--- config.mk ---
export PLATFORM = sky130hd
export DESIGN_NAME = periph_core
export DESIGN_NICKNAME = d
export VERILOG_FILES = /design/src/periph_io_pkg.sv /design/src/periph_bus_pkg.sv /design/src/periph_core.sv /design/src/bot_link.sv /design/src/button_events.sv /design/src/pb_debounce.sv /design/src/gpio_port.sv /design/src/wb_decode.sv
export VERILOG_INCLUDE_DIRS = /design/src
export SDC_FILE = /design/constraint.sdc
export NUM_CORES = 1
export LEC_CHECK = 0
export ABC_AREA = 1
export BUFFER_PORTS_ARGS = -buffer_cell sky130_fd_sc_hd__buf_4
export CORE_ASPECT_RATIO = 0.7
export CORE_UTILIZATION = 50
export CTS_BUF_LIST = sky130_fd_sc_hd__clkbuf_4 sky130_fd_sc_hd__clkbuf_8 sky130_fd_sc_hd__clkbuf_16
export DETAILED_ROUTE_END_ITERATION = 10
export PLACE_DENSITY = 0.79
export SYNTH_ARGS = -nofsm -noshare
export SYNTH_HDL_FRONTEND = slang
export SYNTH_HIERARCHICAL = 1
export SYNTH_SLANG_ARGS = --single-unit
--- constraint.sdc ---
create_clock -name clk -period 2.1 [get_ports clk]
set_input_delay 0.21 -clock clk [delete_from_list [all_inputs] [get_ports clk]]
set_output_delay 0.21 -clock clk [all_outputs]
set_load 0.005 [all_outputs]
--- src/periph_settings.svh ---
`ifndef PERIPH_SETTINGS_SVH
`define PERIPH_SETTINGS_SVH

// ********************
// host bus
// ********************

// byte address and data word as seen by the host
`define ADR_W 16
`define DAT_W 32

// address bits 11:8 pick the block, bits 5:2 pick the word inside it
`define SEL_LSB 8
`define SEL_MSB 11
`define OFS_LSB 2
`define OFS_MSB 5

// block numbers in the select field
`define SEL_GPIO 4'd0
`define SEL_BTN  4'd1
`define SEL_BOT  4'd2

// ********************
// board side
// ********************

`define GPIO_W 32
`define BTN_N  5
`define SW_N   16

// slide switch that doubles as the robot configuration line
`define BOT_CFG_SW 15

// consecutive stable cycles before a debounced input may change
`define DEBOUNCE_CYCLES 16

// ********************
// register offsets
// ********************

// gpio block
`define OFS_IN  4'd0
`define OFS_OUT 4'd1
`define OFS_OE  4'd2

// button and switch block
`define OFS_STATE 4'd0
`define OFS_PEND  4'd1
`define OFS_IEN   4'd2
`define OFS_SW    4'd3

// robot block
`define OFS_CTRL 4'd0
`define OFS_INFO 4'd1
`define OFS_STAT 4'd2

`endif
--- src/periph_io_pkg.sv ---
`include "periph_settings.svh"

// types that describe the board side of the peripherals
package periph_io_pkg;

   // pushbuttons, up/down/left/right/center order follows the board pins
   typedef logic [`BTN_N-1:0] btn_t;

   // slide switches
   typedef logic [`SW_N-1:0] sw_t;

   // robot control byte
   typedef logic [7:0] bot_ctrl_t;

   // robot status word, sampled on the update strobe
   typedef logic [31:0] bot_info_t;

   // per-input debounce state
   // DB_COUNTING means the synchronized input differs from the debounced value
   typedef enum logic {
      DB_STABLE   = 1'b0,
      DB_COUNTING = 1'b1
   } db_state_e;

endpackage

--- src/periph_bus_pkg.sv ---
`include "periph_settings.svh"

// types that describe the host side of the peripheral bus
package periph_bus_pkg;

   // host byte address
   typedef logic [`ADR_W-1:0] adr_t;

   // one bus data word
   typedef logic [`DAT_W-1:0] dat_t;

   // word offset inside a block, taken from address bits 5:2
   typedef logic [`OFS_MSB-`OFS_LSB:0] ofs_t;

   // target picked by the address decoder
   // SLV_NONE covers every select value without a block behind it
   typedef enum logic [1:0] {
      SLV_GPIO = 2'd0,
      SLV_BTN  = 2'd1,
      SLV_BOT  = 2'd2,
      SLV_NONE = 2'd3
   } slave_e;

endpackage

--- src/periph_core.sv ---
`timescale 1ns/1ps
`include "periph_settings.svh"

// peripheral side of the board system
// one wishbone host port reaches gpio, buttons/switches and the robot link
module periph_core (
   input  logic                      clk,
   input  logic                      i_rst_n,
   // wishbone classic host port
   input  periph_bus_pkg::adr_t      i_wb_adr,
   input  periph_bus_pkg::dat_t      i_wb_dat,
   input  logic                      i_wb_we,
   input  logic                      i_wb_cyc,
   input  logic                      i_wb_stb,
   output periph_bus_pkg::dat_t      o_wb_rdt,
   output logic                      o_wb_ack,
   // gpio pads, split into input, output and enable
   input  logic [`GPIO_W-1:0]        i_gpio_in,
   output logic [`GPIO_W-1:0]        o_gpio_out,
   output logic [`GPIO_W-1:0]        o_gpio_oe,
   // raw buttons and switches
   input  periph_io_pkg::btn_t       i_btn,
   input  periph_io_pkg::sw_t        i_sw,
   // robot
   output periph_io_pkg::bot_ctrl_t  o_bot_ctrl,
   input  periph_io_pkg::bot_info_t  i_bot_info,
   input  logic                      i_bot_updt_sync,
   output logic                      o_bot_int_ack,
   output logic                      o_bot_config,
   // level interrupts
   output logic                      o_btn_irq,
   output logic                      o_bot_irq
);

   // ********************
   // decoder to block wiring
   // ********************

   logic                  stb_gpio;
   logic                  stb_btn;
   logic                  stb_bot;
   periph_bus_pkg::ofs_t  ofs;
   periph_bus_pkg::dat_t  rdt_gpio;
   periph_bus_pkg::dat_t  rdt_btn;
   periph_bus_pkg::dat_t  rdt_bot;
   logic                  ack_gpio;
   logic                  ack_btn;
   logic                  ack_bot;

   // debounced board inputs
   periph_io_pkg::btn_t   btn_db;
   periph_io_pkg::sw_t    sw_db;

   // the robot configuration line is a plain copy of one debounced switch
   assign o_bot_config = sw_db[`BOT_CFG_SW];

   wb_decode u_wb_decode (
      .clk        (clk),
      .i_rst_n    (i_rst_n),
      .i_wb_adr   (i_wb_adr),
      .i_wb_cyc   (i_wb_cyc),
      .i_wb_stb   (i_wb_stb),
      .o_stb_gpio (stb_gpio),
      .o_stb_btn  (stb_btn),
      .o_stb_bot  (stb_bot),
      .o_ofs      (ofs),
      .i_rdt_gpio (rdt_gpio),
      .i_rdt_btn  (rdt_btn),
      .i_rdt_bot  (rdt_bot),
      .i_ack_gpio (ack_gpio),
      .i_ack_btn  (ack_btn),
      .i_ack_bot  (ack_bot),
      .o_wb_rdt   (o_wb_rdt),
      .o_wb_ack   (o_wb_ack)
   );

   // write data and write enable go to every block unchanged
   gpio_port #(
      .WIDTH (`GPIO_W)
   ) u_gpio_port (
      .clk       (clk),
      .i_rst_n   (i_rst_n),
      .i_stb     (stb_gpio),
      .i_we      (i_wb_we),
      .i_ofs     (ofs),
      .i_dat     (i_wb_dat),
      .o_rdt     (rdt_gpio),
      .o_ack     (ack_gpio),
      .i_pad_in  (i_gpio_in),
      .o_pad_out (o_gpio_out),
      .o_pad_oe  (o_gpio_oe)
   );

   pb_debounce u_pb_debounce (
      .clk     (clk),
      .i_rst_n (i_rst_n),
      .i_btn   (i_btn),
      .i_sw    (i_sw),
      .o_btn   (btn_db),
      .o_sw    (sw_db)
   );

   button_events u_button_events (
      .clk     (clk),
      .i_rst_n (i_rst_n),
      .i_stb   (stb_btn),
      .i_we    (i_wb_we),
      .i_ofs   (ofs),
      .i_dat   (i_wb_dat),
      .o_rdt   (rdt_btn),
      .o_ack   (ack_btn),
      .i_btn   (btn_db),
      .i_sw    (sw_db),
      .o_irq   (o_btn_irq)
   );

   bot_link u_bot_link (
      .clk             (clk),
      .i_rst_n         (i_rst_n),
      .i_stb           (stb_bot),
      .i_we            (i_wb_we),
      .i_ofs           (ofs),
      .i_dat           (i_wb_dat),
      .o_rdt           (rdt_bot),
      .o_ack           (ack_bot),
      .o_bot_ctrl      (o_bot_ctrl),
      .i_bot_info      (i_bot_info),
      .i_bot_updt_sync (i_bot_updt_sync),
      .o_int_ack       (o_bot_int_ack),
      .o_irq           (o_bot_irq)
   );

endmodule

--- src/bot_link.sv ---
`timescale 1ns/1ps
`include "periph_settings.svh"

// robot link: control byte out, status word in, update interrupt
module bot_link (
   input  logic                      clk,
   input  logic                      i_rst_n,
   input  logic                      i_stb,
   input  logic                      i_we,
   input  periph_bus_pkg::ofs_t      i_ofs,
   input  periph_bus_pkg::dat_t      i_dat,
   output periph_bus_pkg::dat_t      o_rdt,
   output logic                      o_ack,
   output periph_io_pkg::bot_ctrl_t  o_bot_ctrl,
   input  periph_io_pkg::bot_info_t  i_bot_info,
   input  logic                      i_bot_updt_sync,
   output logic                      o_int_ack,
   output logic                      o_irq
);

   logic                     wr_en;
   logic                     clr_req;
   logic [2:0]               updt_q;
   logic                     updt_rise;
   periph_io_pkg::bot_info_t info_q;

   assign wr_en = i_stb & i_we & ~o_ack;

   // the clear write as the host presents it, bit 0 set at OFS_STAT
   assign clr_req = i_stb & i_we & (i_ofs == `OFS_STAT) & i_dat[0];

   // two flops to synchronize, the third one gives the edge
   assign updt_rise = updt_q[1] & ~updt_q[2];

   always_ff @(posedge clk or negedge i_rst_n) begin
      if (!i_rst_n) begin
         o_ack      <= 1'b0;
         o_bot_ctrl <= '0;
         updt_q     <= '0;
         o_irq      <= 1'b0;
         o_int_ack  <= 1'b0;
      end else begin
         o_ack  <= i_stb & ~o_ack;
         updt_q <= {updt_q[1:0], i_bot_updt_sync};
         if (wr_en && i_ofs == `OFS_CTRL) begin
            o_bot_ctrl <= i_dat[7:0];
         end
         // pending flag, a fresh update beats a clear in the same cycle
         if (updt_rise) begin
            o_irq <= 1'b1;
         end else if (wr_en && clr_req) begin
            o_irq <= 1'b0;
         end
         // the host still holds the clear write during its ack cycle
         // so this pulse follows the ack by exactly one cycle
         o_int_ack <= o_ack & clr_req;
      end
   end

   // status snapshot, held until the next update edge
   always_ff @(posedge clk) begin
      if (updt_rise) begin
         info_q <= i_bot_info;
      end
   end

   always_comb begin
      o_rdt = '0;
      case (i_ofs)
         `OFS_CTRL: o_rdt[7:0] = o_bot_ctrl;
         `OFS_INFO: o_rdt      = info_q;
         `OFS_STAT: o_rdt[0]   = o_irq;
         default:   o_rdt      = '0;
      endcase
   end

endmodule

--- src/button_events.sv ---
`timescale 1ns/1ps
`include "periph_settings.svh"

// register block for debounced buttons and switches
module button_events (
   input  logic                  clk,
   input  logic                  i_rst_n,
   input  logic                  i_stb,
   input  logic                  i_we,
   input  periph_bus_pkg::ofs_t  i_ofs,
   input  periph_bus_pkg::dat_t  i_dat,
   output periph_bus_pkg::dat_t  o_rdt,
   output logic                  o_ack,
   input  periph_io_pkg::btn_t   i_btn,
   input  periph_io_pkg::sw_t    i_sw,
   output logic                  o_irq
);

   logic                wr_en;
   periph_io_pkg::btn_t btn_q;
   periph_io_pkg::btn_t rise;
   periph_io_pkg::btn_t clr;
   periph_io_pkg::btn_t pend;
   periph_io_pkg::btn_t ien;

   assign wr_en = i_stb & i_we & ~o_ack;

   // rising edges of the debounced buttons
   assign rise = i_btn & ~btn_q;

   // write one to clear, pending bits ignore zeros
   assign clr = (wr_en && i_ofs == `OFS_PEND) ? i_dat[`BTN_N-1:0] : '0;

   always_ff @(posedge clk or negedge i_rst_n) begin
      if (!i_rst_n) begin
         o_ack <= 1'b0;
         btn_q <= '0;
         pend  <= '0;
         ien   <= '0;
      end else begin
         o_ack <= i_stb & ~o_ack;
         btn_q <= i_btn;
         // a new edge wins over a clear in the same cycle so no press is lost
         pend  <= (pend & ~clr) | rise;
         if (wr_en && i_ofs == `OFS_IEN) begin
            ien <= i_dat[`BTN_N-1:0];
         end
      end
   end

   // level interrupt from any enabled pending bit
   assign o_irq = |(pend & ien);

   always_comb begin
      o_rdt = '0;
      case (i_ofs)
         `OFS_STATE: o_rdt[`BTN_N-1:0] = i_btn;
         `OFS_PEND:  o_rdt[`BTN_N-1:0] = pend;
         `OFS_IEN:   o_rdt[`BTN_N-1:0] = ien;
         `OFS_SW:    o_rdt[`SW_N-1:0]  = i_sw;
         default:    o_rdt = '0;
      endcase
   end

endmodule

--- src/pb_debounce.sv ---
`timescale 1ns/1ps
`include "periph_settings.svh"

// debouncer for pushbuttons and slide switches
// buttons and switches share one vector so every input runs the same logic
module pb_debounce (
   input  logic                 clk,
   input  logic                 i_rst_n,
   input  periph_io_pkg::btn_t  i_btn,
   input  periph_io_pkg::sw_t   i_sw,
   output periph_io_pkg::btn_t  o_btn,
   output periph_io_pkg::sw_t   o_sw
);

   localparam int N     = `BTN_N + `SW_N;
   localparam int CNT_W = $clog2(`DEBOUNCE_CYCLES + 1);

   logic [N-1:0]             raw;
   logic [N-1:0]             sync1;
   logic [N-1:0]             sync2;
   logic [N-1:0]             db;
   periph_io_pkg::db_state_e state [N];
   logic [CNT_W-1:0]         cnt [N];

   // buttons in the low bits, switches above them
   assign raw = {i_sw, i_btn};

   always_ff @(posedge clk or negedge i_rst_n) begin
      if (!i_rst_n) begin
         sync1 <= '0;
         sync2 <= '0;
         db    <= '0;
         for (int i = 0; i < N; i++) begin
            state[i] <= periph_io_pkg::DB_STABLE;
            cnt[i]   <= '0;
         end
      end else begin
         // bring the board pins into the clock domain first
         sync1 <= raw;
         sync2 <= sync1;
         for (int i = 0; i < N; i++) begin
            case (state[i])
               periph_io_pkg::DB_STABLE: begin
                  // first cycle of a difference counts as one
                  if (sync2[i] != db[i]) begin
                     state[i] <= periph_io_pkg::DB_COUNTING;
                     cnt[i]   <= CNT_W'(1);
                  end
               end
               default: begin
                  if (sync2[i] == db[i]) begin
                     // a bounce back to the old level starts over
                     state[i] <= periph_io_pkg::DB_STABLE;
                     cnt[i]   <= '0;
                  end else if (cnt[i] == CNT_W'(`DEBOUNCE_CYCLES - 1)) begin
                     // this is the last of the required differing cycles
                     db[i]    <= sync2[i];
                     state[i] <= periph_io_pkg::DB_STABLE;
                     cnt[i]   <= '0;
                  end else begin
                     cnt[i] <= cnt[i] + CNT_W'(1);
                  end
               end
            endcase
         end
      end
   end

   assign o_btn = db[`BTN_N-1:0];
   assign o_sw  = db[N-1:`BTN_N];

endmodule

--- src/gpio_port.sv ---
`timescale 1ns/1ps
`include "periph_settings.svh"

// general purpose i/o register block
module gpio_port #(
   parameter int WIDTH = `GPIO_W
) (
   input  logic                  clk,
   input  logic                  i_rst_n,
   input  logic                  i_stb,
   input  logic                  i_we,
   input  periph_bus_pkg::ofs_t  i_ofs,
   input  periph_bus_pkg::dat_t  i_dat,
   output periph_bus_pkg::dat_t  o_rdt,
   output logic                  o_ack,
   input  logic [WIDTH-1:0]      i_pad_in,
   output logic [WIDTH-1:0]      o_pad_out,
   output logic [WIDTH-1:0]      o_pad_oe
);

   logic             wr_en;
   logic [WIDTH-1:0] pad_meta;
   logic [WIDTH-1:0] pad_sync;

   // the write lands on the same edge that raises ack
   assign wr_en = i_stb & i_we & ~o_ack;

   // ********************
   // bus registers
   // ********************

   always_ff @(posedge clk or negedge i_rst_n) begin
      if (!i_rst_n) begin
         o_ack     <= 1'b0;
         o_pad_out <= '0;
         o_pad_oe  <= '0;
      end else begin
         o_ack <= i_stb & ~o_ack;
         if (wr_en && i_ofs == `OFS_OUT) begin
            o_pad_out <= i_dat[WIDTH-1:0];
         end
         if (wr_en && i_ofs == `OFS_OE) begin
            o_pad_oe <= i_dat[WIDTH-1:0];
         end
      end
   end

   // two flop synchronizer for the pad inputs
   // pad_sync is what software sees at OFS_IN
   always_ff @(posedge clk) begin
      pad_meta <= i_pad_in;
      pad_sync <= pad_meta;
   end

   // read mux, zero-extended to the bus width and zero on unused offsets
   always_comb begin
      o_rdt = '0;
      case (i_ofs)
         `OFS_IN:  o_rdt[WIDTH-1:0] = pad_sync;
         `OFS_OUT: o_rdt[WIDTH-1:0] = o_pad_out;
         `OFS_OE:  o_rdt[WIDTH-1:0] = o_pad_oe;
         default:  o_rdt = '0;
      endcase
   end

endmodule

--- src/wb_decode.sv ---
`timescale 1ns/1ps
`include "periph_settings.svh"

// address decoder for the peripheral bus
module wb_decode (
   input  logic                  clk,
   input  logic                  i_rst_n,
   input  periph_bus_pkg::adr_t  i_wb_adr,
   input  logic                  i_wb_cyc,
   input  logic                  i_wb_stb,
   output logic                  o_stb_gpio,
   output logic                  o_stb_btn,
   output logic                  o_stb_bot,
   output periph_bus_pkg::ofs_t  o_ofs,
   input  periph_bus_pkg::dat_t  i_rdt_gpio,
   input  periph_bus_pkg::dat_t  i_rdt_btn,
   input  periph_bus_pkg::dat_t  i_rdt_bot,
   input  logic                  i_ack_gpio,
   input  logic                  i_ack_btn,
   input  logic                  i_ack_bot,
   output periph_bus_pkg::dat_t  o_wb_rdt,
   output logic                  o_wb_ack
);

   periph_bus_pkg::slave_e slv;
   logic                   req;
   logic                   ack_none;

   // a request is only live while both cycle and strobe are up
   assign req = i_wb_cyc & i_wb_stb;

   // select field to target, any spare value falls to SLV_NONE
   always_comb begin
      case (i_wb_adr[`SEL_MSB:`SEL_LSB])
         `SEL_GPIO: slv = periph_bus_pkg::SLV_GPIO;
         `SEL_BTN:  slv = periph_bus_pkg::SLV_BTN;
         `SEL_BOT:  slv = periph_bus_pkg::SLV_BOT;
         default:   slv = periph_bus_pkg::SLV_NONE;
      endcase
   end

   // only one block ever sees its strobe
   assign o_stb_gpio = req & (slv == periph_bus_pkg::SLV_GPIO);
   assign o_stb_btn  = req & (slv == periph_bus_pkg::SLV_BTN);
   assign o_stb_bot  = req & (slv == periph_bus_pkg::SLV_BOT);

   // word offset is handed to every block, range checks are left to nobody
   assign o_ofs = i_wb_adr[`OFS_MSB:`OFS_LSB];

   // unmapped accesses still complete, with the same single-cycle ack as a block
   always_ff @(posedge clk or negedge i_rst_n) begin
      if (!i_rst_n) begin
         ack_none <= 1'b0;
      end else begin
         ack_none <= req & (slv == periph_bus_pkg::SLV_NONE) & ~ack_none;
      end
   end

   // return path, steered by the same select field the host is still holding
   always_comb begin
      case (slv)
         periph_bus_pkg::SLV_GPIO: begin
            o_wb_rdt = i_rdt_gpio;
            o_wb_ack = i_ack_gpio;
         end
         periph_bus_pkg::SLV_BTN: begin
            o_wb_rdt = i_rdt_btn;
            o_wb_ack = i_ack_btn;
         end
         periph_bus_pkg::SLV_BOT: begin
            o_wb_rdt = i_rdt_bot;
            o_wb_ack = i_ack_bot;
         end
         default: begin
            o_wb_rdt = '0;
            o_wb_ack = ack_none;
         end
      endcase
   end

endmodule

==> results_dict.tcl, run 1 <==
set metrics [dict create \
    status "finished, final reports clean" \
    ys_types 29 \
    hpwlAfterDp_um 33300 \
    place_congestion 0.968 \
    grt_max_degree 72 \
    max_freq_mhz 521 \
    antenna_cells 0 \
    yosys_warnings 6 \
    crit_top_cell "nand3_1" \
    path_cells "nand3_1 -> nand2_1 -> inv_1 -> nand2_1 -> nand3_1 -> nand3_1 -> buf_4" \
    rrSetupSlack_ns 0.58 \
    hold_ws_ns 0.0345 \
    clk_pin_slew_worst_paths_ns 0.07 \
    timing.rr.start "u_gpio_port/o_ack$_DFF_PN0_" \
    clk_latency_ns 0.53 \
    max-clock-path-buffers 3 \
    h-tree-depth 2 \
    drv_slew 0 \
    finalCriticalPeriod_ns 1.92 \
    wl_um 48600 \
    tns_ns 0 \
    drt_iter0_drc 1397 \
    routedWlPerCell_um 16.7 \
    final_antenna_net_count 0 \
    cpPeakStageDelay_ns 0.43 \
    post-route-util_pct 66.0 \
    clock-root-buffer "clkbuf_16" \
    r2r_end "u_gpio_port/o_pad_out[16]$_DFFE_PN0P_" \
    crit_end "o_wb_rdt[4]" \
    power_leakage_nw 11.0 \
    yosys.area.top_type "dfrtp_1" \
    overflow 0 \
    setup_violations 0 \
    avgViaCountPerCell 5.31 \
    syn_area_per_cell_um2 8.53 \
    syn_to_final_growth_pct 28.5 \
    cp.arrival_ns 1.71 \
    skew_ns 0.00741 \
    holdCritPathClass "input pin to register" \
    power_mw 16.8 \
    drc 0 \
    p_per_area_nw_per_um2 752 \
    start_kind "register" \
    postSynthCellCount 2041 \
    finalHoldViolations 0 \
    start_util_pct 51.4 \
    final.period_utilization_pct 91.5 \
    cts_tree "done" \
    critPathCaptureType "output port" \
    ys_seq_elements 381 \
    final_cell_count_no_fill 2904 \
    r2r_cells 5 \
    die_x_um 225 \
    ctsHoldBuffers 119 \
    nNetsFinal 2572 \
    synthTopCellsByArea "dfrtp_1 41%, nand2_1 14%, nand3_1 10%" \
    yosysTopAreaCellShare_pct 40.9 \
    cts_buffers 38 \
    placed_cells 2717 \
    grt_pass1_vias 15200 \
    slew_headroom_pct 56.2 \
    postCtsSetupRepairBufs 0 \
    worstMarginPinSlew_ns 0.657 \
    slowest_stage "dfrtp_1" \
    grt_pass1_wl_um 77200 \
    drt_pass1_iterations 6 \
    cap_violations 0 \
    rsz0062_at_grt "false" \
    layout_common_cells "672 x nand2_1, 357 x nand3_1, 285 x dfrtp_1" \
    fill_cells 2649 \
    dieArea_um2 35600 \
    crit_type "register to output port" \
    io_pins 248 \
    crit_fanout 5 \
    vias 15400 \
    portBuffers 239 \
    clock_sinks 381 \
    irDropWorstVdd_v 0.000622 \
    grt_antenna_before_repair 2 \
    fp.dieH_um 158 \
    cts_resized 0 \
    final_common_cell "nand2_1" \
    grt_usage_pct 27.7 \
    synthesis.area_um2 17400 \
    seq_area_frac_synth_pct 53.8 \
    fp-row-count 56 \
    core-area_um2 33900 \
    startpoint "u_pb_debounce/db[9]$_DFFE_PN0P_" \
    drive_gt1_share_pct 20.5 \
    cp.required_ns 1.89 \
]
metal layers:
metal  up-vias  routed length, µm  GRT usage [%]
met5         -                 25              0
li1       7305                  -              -
met2       577              23200           46.6
met4         4               2280           13.3
met1      7391              19500           34.3
met3       136               3530           5.66
critical path: cells and delay by family, from the launching register on:
kind	cells	cell delay [ns]
buffers and inverters	2	0.25
flip-flops	1	0.43
AND/OR/NAND/NOR	5	0.49
Yosys cell counts:
| master | number |
|---|---|
| a21oi_1 | 22 |
| buf_2 | 35 |
| buf_4 | 32 |
| buf_6 | 8 |
| clkbuf_1 | 3 |
| conb_1 | 1 |
| dfrtp_1 | 285 |
| dfxtp_1 | 64 |
| edfxtp_1 | 32 |
| ha_1 | 21 |
| inv_1 | 155 |
| inv_2 | 12 |
| nand2_1 | 672 |
| nand2_2 | 20 |
| nand2_4 | 1 |
| nand3_1 | 357 |
| nand3_2 | 23 |
| nand4_1 | 27 |
| nor2_1 | 114 |
| nor2_2 | 25 |
| nor2_4 | 7 |
| nor2_8 | 3 |
| nor3_2 | 21 |
| nor3b_1 | 1 |
| o211ai_1 | 1 |
| o21ai_0 | 29 |
| o21ai_1 | 7 |
| o21ai_2 | 42 |
| xnor2_1 | 21 |
flip-flops by register name (all words and copies together) (netlist names), 8 cells and up:
| name | flops |
|---|---|
| u_bot_link/info_q | 32 |
| u_bot_link/o_bot_ctrl | 8 |
| u_gpio_port/o_pad_oe | 32 |
| u_gpio_port/o_pad_out | 32 |
| u_gpio_port/pad_meta | 32 |
| u_gpio_port/pad_sync | 32 |
| u_pb_debounce/cnt | 105 |
| u_pb_debounce/db | 21 |
| u_pb_debounce/state | 21 |
| u_pb_debounce/sync1 | 21 |
| u_pb_debounce/sync2 | 21 |
layout make-up:
class                      count  area, µm²  area share [%]
tap                          464        581            2.59
inverter                     167        627            2.80
sequential                   381       9370            41.9
clock buffer                  57       1180            5.27
clock inverter                11        173           0.771
multi-input combinational   1430       6990            31.2
timing repair buffer         394       3460            15.5
report_power, final:
part / leakage (nW) / internal (mW) / switching (mW)
clock: 0.674 / 4.40 / 2.90
combinational: 5.86 / 0.678 / 0.817
sequential: 4.52 / 7.73 / 0.301
total: 11.0 / 12.8 / 4.02
how the worst min path moves through the flow:
stage,cells after the start,start,slack (ns),endpoint
floorplan,0,i_rst_n,-0.09,u_bot_link/o_ack$_DFF_PN0_
global placement,1,i_rst_n,0.25,u_gpio_port/o_pad_out[17]$_DFFE_PN0P_
detailed placement,1,i_rst_n,0.25,u_gpio_port/o_pad_out[17]$_DFFE_PN0P_
CTS,6,i_wb_adr[10],0.01,u_gpio_port/o_ack$_DFF_PN0_
global route,5,i_wb_we,0.04,u_bot_link/o_int_ack$_DFF_PN0_
finish,6,i_wb_adr[10],0.03,u_gpio_port/o_ack$_DFF_PN0_
logic make-up after synthesis:
kind of cell,after synthesis,share of synthesized area (%)
AND/OR/NAND/NOR,1271,33.2
flip-flops,381,53.8
buffers and inverters,245,6.57
AO/OA/AOI/OAI,101,3.82
XOR/XNOR,21,1.06
adder cells (fa/ha/maj),21,1.51
other,1,0.0215
stage by stage:
step / instance area [µm²] / setup slack, ns
CTS: 22400 / 0.208
global placement: 19800 / 0.263
floorplan: 17500 / 0.462
finish: 22400 / 0.179
global route: 22400 / 0.107
detailed placement: 19800 / 0.251
(Power assumes the default switching activity.)
==> run 2, diff against run 1 <==
--- a/config.mk
+++ b/config.mk
@@ -12,8 +12,7 @@
 export CORE_UTILIZATION = 50
 export CTS_BUF_LIST = sky130_fd_sc_hd__clkbuf_4 sky130_fd_sc_hd__clkbuf_8 sky130_fd_sc_hd__clkbuf_16
 export DETAILED_ROUTE_END_ITERATION = 10
-export PLACE_DENSITY = 0.79
+export PLACE_DENSITY = 0.8
 export SYNTH_ARGS = -nofsm -noshare
 export SYNTH_HDL_FRONTEND = slang
-export SYNTH_HIERARCHICAL = 1
 export SYNTH_SLANG_ARGS = --single-unit
==> run 2 against run 1 <==
Compared with the run above: sequential power shrank 0.6%; register-to-register slack lost 0.05 ns; utilization grew 1.5 points; clock power shrank 7.8%; synthesized cell count shrank 19%; critical endpoint is now o_wb_rdt[1]; count of clock-buffer cells in the layout is the same; critical path depth shrank 2; clock skew grew 0.00085 ns; highest routed layer unchanged; combinational power shrank 13%; sequential share of layout area grew 3.9 points; critical path type unchanged; setup slack lost 0.030 ns; die area shrank 11%.
==> results_dict.tcl, run 2 <==
set metrics [dict create \
    placed_cells 2301 \
    io_pins 248 \
    synth_top_family_by_area "simple AND/OR/NAND/NOR gates" \
    largest_reg_flops 105 \
    syn_to_final_growth_pct 31.8 \
    drv_slew 0 \
    max_freq_mhz 513 \
    synthMuxAreaShare_pct 0 \
    postCtsSetupRepairBufs 0 \
    final_common_cell "nand2_1" \
    final_area_um2 20500 \
    grt_usage_pct 27.5 \
    syn_area_per_cell_um2 9.37 \
    cpPeakStageDelay_ns 0.43 \
    layout_common_cells "485 x nand2_1, 325 x nand3_1, 285 x dfrtp_1" \
    drc 0 \
    grt_max_degree 68 \
    synth_compound_area_share_pct 5.08 \
    power_mw 16.0 \
    fill_cells 2256 \
    ys_types 28 \
    yosysTopAreaCellShare_pct 45.9 \
    dpl-instance-area_um2 18000 \
    routedWlPerCell_um 17.3 \
    dieArea_um2 31800 \
    final_cell_count_no_fill 2487 \
    timing.rr.start "u_gpio_port.o_ack$_DFF_PN0_" \
    finalHoldViolations 0 \
    grt_pass1_vias 13400 \
    start_util_pct 51.2 \
    power_leakage_nw 9.96 \
    final.period_utilization_pct 92.9 \
    p_per_area_nw_per_um2 783 \
    cap_violations 0 \
    drive_gt1_share_pct 18.0 \
    drt_pass1_iterations 5 \
    grt_antenna_before_repair 1 \
    nNetsFinal 2207 \
    critPathCaptureType "output port" \
    rsz0062_at_grt "false" \
    holdCritPathClass "input pin to register" \
    antenna_cells 0 \
    skew_ns 0.00825 \
    seq_area_frac_synth_pct 60.4 \
    tns_ns 0 \
    clock-root-buffer "clkbuf_16" \
    cts_tree "done" \
    slowest_stage "dfrtp_1" \
    setup_violations 0 \
    slew_headroom_pct 59.7 \
    wl_um 43100 \
    postSynthCellCount 1656 \
    synthesis.area_um2 15500 \
    cp.required_ns 1.89 \
    vias 13300 \
    hold_start "i_wb_stb" \
    startpoint "u_pb_debounce.db[6]$_DFFE_PN0P_" \
    finalCriticalPeriod_ns 1.95 \
    max-clock-path-buffers 3 \
    start_kind "register" \
    cp_top_family "flip-flops" \
    status "finished, final reports clean" \
    cp.arrival_ns 1.74 \
    overflow 0 \
    place_congestion 0.884 \
    irDropWorstVdd_v 0.000646 \
    crit_fanout 3 \
    yosysMostFrequentCell "nand2_1" \
    clk_pin_slew_worst_paths_ns 0.06 \
    synthTopCellsByArea "dfrtp_1 46%, nand2_1 12%, nand3_1 10%" \
    portBuffers 239 \
    synth_ff_type "dfrtp_1" \
    async_flop_share_pct 74.8 \
    yosys.area.top_type "dfrtp_1" \
    cp_num_buf_inv 1 \
    fp-row-count 53 \
    regMostFlops "u_pb_debounce.cnt" \
    final_antenna_net_count 0 \
    yosys.area_share.simple_pct 25.9 \
    clock_sinks 381 \
    die_x_um 213 \
    postSynthNetCount 1816 \
    core-area_um2 30300 \
    yosys_warnings 0 \
    crit_top_cell "nand3_1" \
    grt_pass1_wl_um 68400 \
    crit_type "register to output port" \
    cts_buffers 37 \
    synth_edf_count 32 \
    synthXorXnorAreaFrac_pct 3.10 \
    synth_adder_area_share_pct 1.69 \
    ys_seq_elements 381 \
    worstMarginPinSlew_ns 0.600 \
    fp.dieH_um 149 \
    h-tree-depth 2 \
    path_cells "nand3_1 -> nand2_1 -> o21ai_0 -> nand3_1 -> buf_4" \
    synthTopCellsByCount "485 x nand2_1, 325 x nand3_1, 285 x dfrtp_1" \
    avgViaCountPerCell 5.36 \
    clk_latency_ns 0.54 \
    drt_iter0_drc 1146 \
    hpwlAfterDp_um 27900 \
]
-- run 2: changes by cell type in the layout (fill, tap and decap cells not counted), sizes merged, moves of 8 or more --
cell   previous run  this run
a21oi            22        30
conb             16         0
inv             169       102
o31ai             0        21
xor2              0        21
xnor2            21        34
o21a              0        21
or2               0        15
o21ai            78        61
nor3             21         4
nor2            149        69
nand3           380       325
nand2           693       487
-- run 2: metal layers --
metal	part of all wire [%]	track usage [%]	routed length (µm)	vias up
met5	0.030	0	13	-
met3	7.6	5.94	3270	134
met2	47	44.7	20300	572
met1	41	35.6	17900	6348
met4	3.8	12.4	1640	2
li1	-	-	-	6282
-- run 2: repair_timing --
action,4_1_cts,5_1_grt
hold buffers,119,0
resized for setup,0,0
hold endpoints to repair,220,0
-- run 2: worst paths after layout --
path,endpoint,slack (ns),cells past startpoint
setup / recovery,o_wb_rdt[1],0.15,5
hold / removal,u_wb_decode.ack_none$_DFF_PN0_,0.11,3
setup reg to reg,u_gpio_port.o_pad_out[21]$_DFFE_PN0P_,0.53,6
hold reg to reg,u_gpio_port.pad_sync[6]$_DFF_P_,0.32,0
max in group asynchronous,u_gpio_port.o_pad_out[21]$_DFFE_PN0P_,1.12,3
min in group asynchronous,u_pb_debounce.cnt[8]$_DFFE_PN0P_,0.21,2
-- run 2: tightest hold or removal path, delay by kind of cell --
| family | cells | cell delay [ns] |
|---|---|---|
| and+or+nand+nor | 2 | 0.28 |
| buffers and inverters | 1 | 0.11 |
-- run 2: area by class of cell --
type                    count  area, µm²  area share (%)
clock buffers              57       1150            5.61
clock inverters            10       81.3           0.398
inverters                 101        379            1.85
multi-input cells        1133       5580            27.3
flip-flops and latches    381       9370            45.8
well taps                 412        515            2.52
repair buffers            393       3380            16.5
-- run 2: through the flow --
stage               utilization [%]  setup WS, ns  hold slack (ns)
CTS                            67.5         0.183           0.0862
finish                         67.5         0.149            0.107
detailed placement             59.5         0.268            0.205
global route                   67.5        0.0845            0.116
floorplan                         -         0.462          -0.0856
global placement               59.5         0.280            0.199
-- run 2: kinds of logic after synthesis --
family	count (synthesis)
compound gates	135
xor+xnor	55
fa+ha+maj	21
buf+inv	142
flops	381
simple gates	922
-- run 2: report_power, final --
group / leakage [nW] / total, mW / internal (mW) / switching (mW)
clock network: 0.625 / 6.73 / 3.91 / 2.82
logic: 4.78 / 1.30 / 0.628 / 0.668
registers: 4.56 / 7.99 / 7.73 / 0.255
==> run 3, diff against run 2 <==
--- a/config.mk
+++ b/config.mk
@@ -12,7 +12,7 @@
 export CORE_UTILIZATION = 50
 export CTS_BUF_LIST = sky130_fd_sc_hd__clkbuf_4 sky130_fd_sc_hd__clkbuf_8 sky130_fd_sc_hd__clkbuf_16
 export DETAILED_ROUTE_END_ITERATION = 10
-export PLACE_DENSITY = 0.8
+export PLACE_DENSITY = 0.77
 export SYNTH_ARGS = -nofsm -noshare
 export SYNTH_HDL_FRONTEND = slang
 export SYNTH_SLANG_ARGS = --single-unit
==> constraint.sdc (replaced) <==
create_clock -name clk -period 2.2 [get_ports clk]
set_input_delay 0.22 -clock clk [delete_from_list [all_inputs] [get_ports clk]]
set_output_delay 0.22 -clock clk [all_outputs]
set_load 0.005 [all_outputs]
==> run 3 against run 2 <==
Compared with the run above: final cell count about the same; non-clock buffer count decreased by 3; power decreased by 4.6%; via count increased by 0.11%; clock skew increased by 0.00098 ns; utilization about the same.
==> results_dict.tcl, run 3 (synthesis results as in run 2) <==
set metrics [dict create \
    routedWlPerCell_um 17.2 \
    io_pins 248 \
    drive_gt1_share_pct 17.8 \
    comb_power_share_pct 8.1 \
    cts_resized 0 \
    dieArea_um2 31800 \
    holdCritPathClass "input pin to register" \
    max-clock-path-buffers 3 \
    wl_um 42700 \
    clk_pin_slew_worst_paths_ns 0.06 \
    rsz0062_at_grt "false" \
    avgViaCountPerCell 5.37 \
    final.period_utilization_pct 93.6 \
    core-area_um2 30300 \
    h-tree-depth 2 \
    finalCriticalPeriod_ns 2.06 \
    max_freq_mhz 486 \
    cp.arrival_ns 1.84 \
    power_mw 15.3 \
    grt_antenna_before_repair 1 \
    p_int_mw 11.7 \
    p_per_area_nw_per_um2 747 \
    netSwitchingFraction_pct 23.2 \
    grt_max_degree 55 \
    regMostFlops "u_pb_debounce.cnt" \
    crit_fanout 4 \
    largest_reg_flops 105 \
    seq_power_share_pct 49.9 \
    drc 0 \
    drt_iter0_drc 1244 \
    grt_usage_pct 27.5 \
    overflow 0 \
    syn_to_final_growth_pct 31.8 \
    vias 13400 \
    grt_pass1_wl_um 68200 \
    fill_cells 2308 \
    grt_pass1_vias 13200 \
    cap_violations 0 \
    fp.dieH_um 149 \
    status "finished, final reports clean" \
    irDropWorstVdd_v 0.000651 \
    crit_type "register to output port" \
    start_kind "register" \
    worstMarginPinSlew_ns 0.674 \
    finalHoldViolations 0 \
    setup_violations 0 \
    pwr-share-clk_pct 42.0 \
    cp.required_ns 1.98 \
    finalWorstSetupSlack_ns 0.141 \
    hpwlAfterDp_um 28300 \
    postCtsSetupRepairBufs 0 \
    skew_ns 0.00923 \
    preCtsSetupSlack_ns 0.307 \
    critPathCaptureType "output port" \
    layout_common_cells "485 x nand2_1, 324 x nand3_1, 285 x dfrtp_1" \
    nNetsFinal 2204 \
    fp-row-count 53 \
    clock-root-buffer "clkbuf_16" \
    final_antenna_net_count 0 \
    start_util_pct 51.2 \
    p_switching_mw 3.54 \
    drt_pass1_iterations 6 \
    clock_sinks 381 \
    cts_buffers 37 \
    clk_latency_ns 0.54 \
    portBuffers 239 \
    tns_ns 0 \
    die_x_um 213 \
    power_leakage_nw 9.95 \
    drv_slew 0 \
    slew_headroom_pct 55.0 \
    place_congestion 0.904 \
    cts_tree "done" \
    final_common_cell "nand2_1" \
]
==> run 3: changes by cell type in the layout (fill, tap and decap cells not counted), sizes merged <==
| cell | before | now |
|---|---|---|
| buf | 274 | 271 |
| clkinvlp | 1 | 2 |
| bufinv | 1 | 2 |
| clkbuf | 57 | 51 |
| clkinv | 7 | 11 |
| diode | 0 | 1 |
==> run 3: routing by layer <==
layer | vias up | wire length [µm] | global-route usage (%) | part of all wire [%]
li1 | 6289 | - | - | -
met1 | 6409 | 18400 | 37.7 | 43
met2 | 541 | 20000 | 43.4 | 47
met3 | 114 | 2820 | 5.37 | 6.6
met4 | 0 | 1470 | 10.7 | 3.4
met5 | - | 0 | 0 | 0
==> run 3: worst max-delay path, cell delays in order, from the launching register on <==
cell and delay (ns):
dfrtp_1 0.42, nand3_1 0.11, nand2_1 0.05, o21ai_0 0.35, nand3_1 0.19, buf_4 0.18
==> run 3: area by class of cell <==
type | count | area [µm²] | area share (%)
sequential | 381 | 9370 | 45.8
multi-input combinational | 1133 | 5580 | 27.3
timing repair buffer | 390 | 3370 | 16.5
clock buffer | 51 | 1100 | 5.39
tap | 412 | 515 | 2.52
inverter | 101 | 379 | 1.85
clock inverter | 16 | 135 | 0.660
antenna | 1 | 2.50 | 0.0122
==> run 3: what timing repair did <==
action,CTS,global route
setup endpoints to repair,0,0
hold buffers,119,0
hold endpoints to repair,211,0
==> run 3: path summary, 6_finish.rpt <==
check	to	depth (start not counted)	slack, ns	from
setup / recovery	o_wb_rdt[2]	5	0.14	u_pb_debounce.db[7]$_DFFE_PN0P_
hold / removal	u_button_events.o_ack$_DFF_PN0_	3	0.05	i_wb_adr[8]
setup reg to reg	u_gpio_port.o_pad_out[25]$_DFFE_PN0P_	5	0.57	u_gpio_port.o_ack$_DFF_PN0_
hold reg to reg	u_gpio_port.pad_sync[5]$_DFF_P_	0	0.33	u_gpio_port.pad_meta[5]$_DFF_P_
max in group asynchronous	u_pb_debounce.cnt[21]$_DFFE_PN0P_	3	1.28	i_rst_n
min in group asynchronous	u_pb_debounce.cnt[34]$_DFFE_PN0P_	2	0.21	i_rst_n
==> run 3: power by group through the flow <==
stage	clock, mW	sequential (mW)	combinational [mW]
floorplan	0	7.69	0.515
global placement	0	7.73	0.999
detailed placement	0	7.75	1.05
CTS	6.52	7.62	1.23
global route	6.84	7.66	1.37
finish	6.42	7.62	1.23
==> run 3: through the flow <==
stage	cell area (µm²)	util [%]	cells	hold slack (ns)
floorplan	15500	-	1656	-0.0756
global placement	18000	59.5	2298	0.174
detailed placement	18000	59.5	2298	0.173
CTS	20500	67.5	2484	0.0174
global route	20500	67.5	2485	0.0415
finish	20500	67.5	2485	0.0455
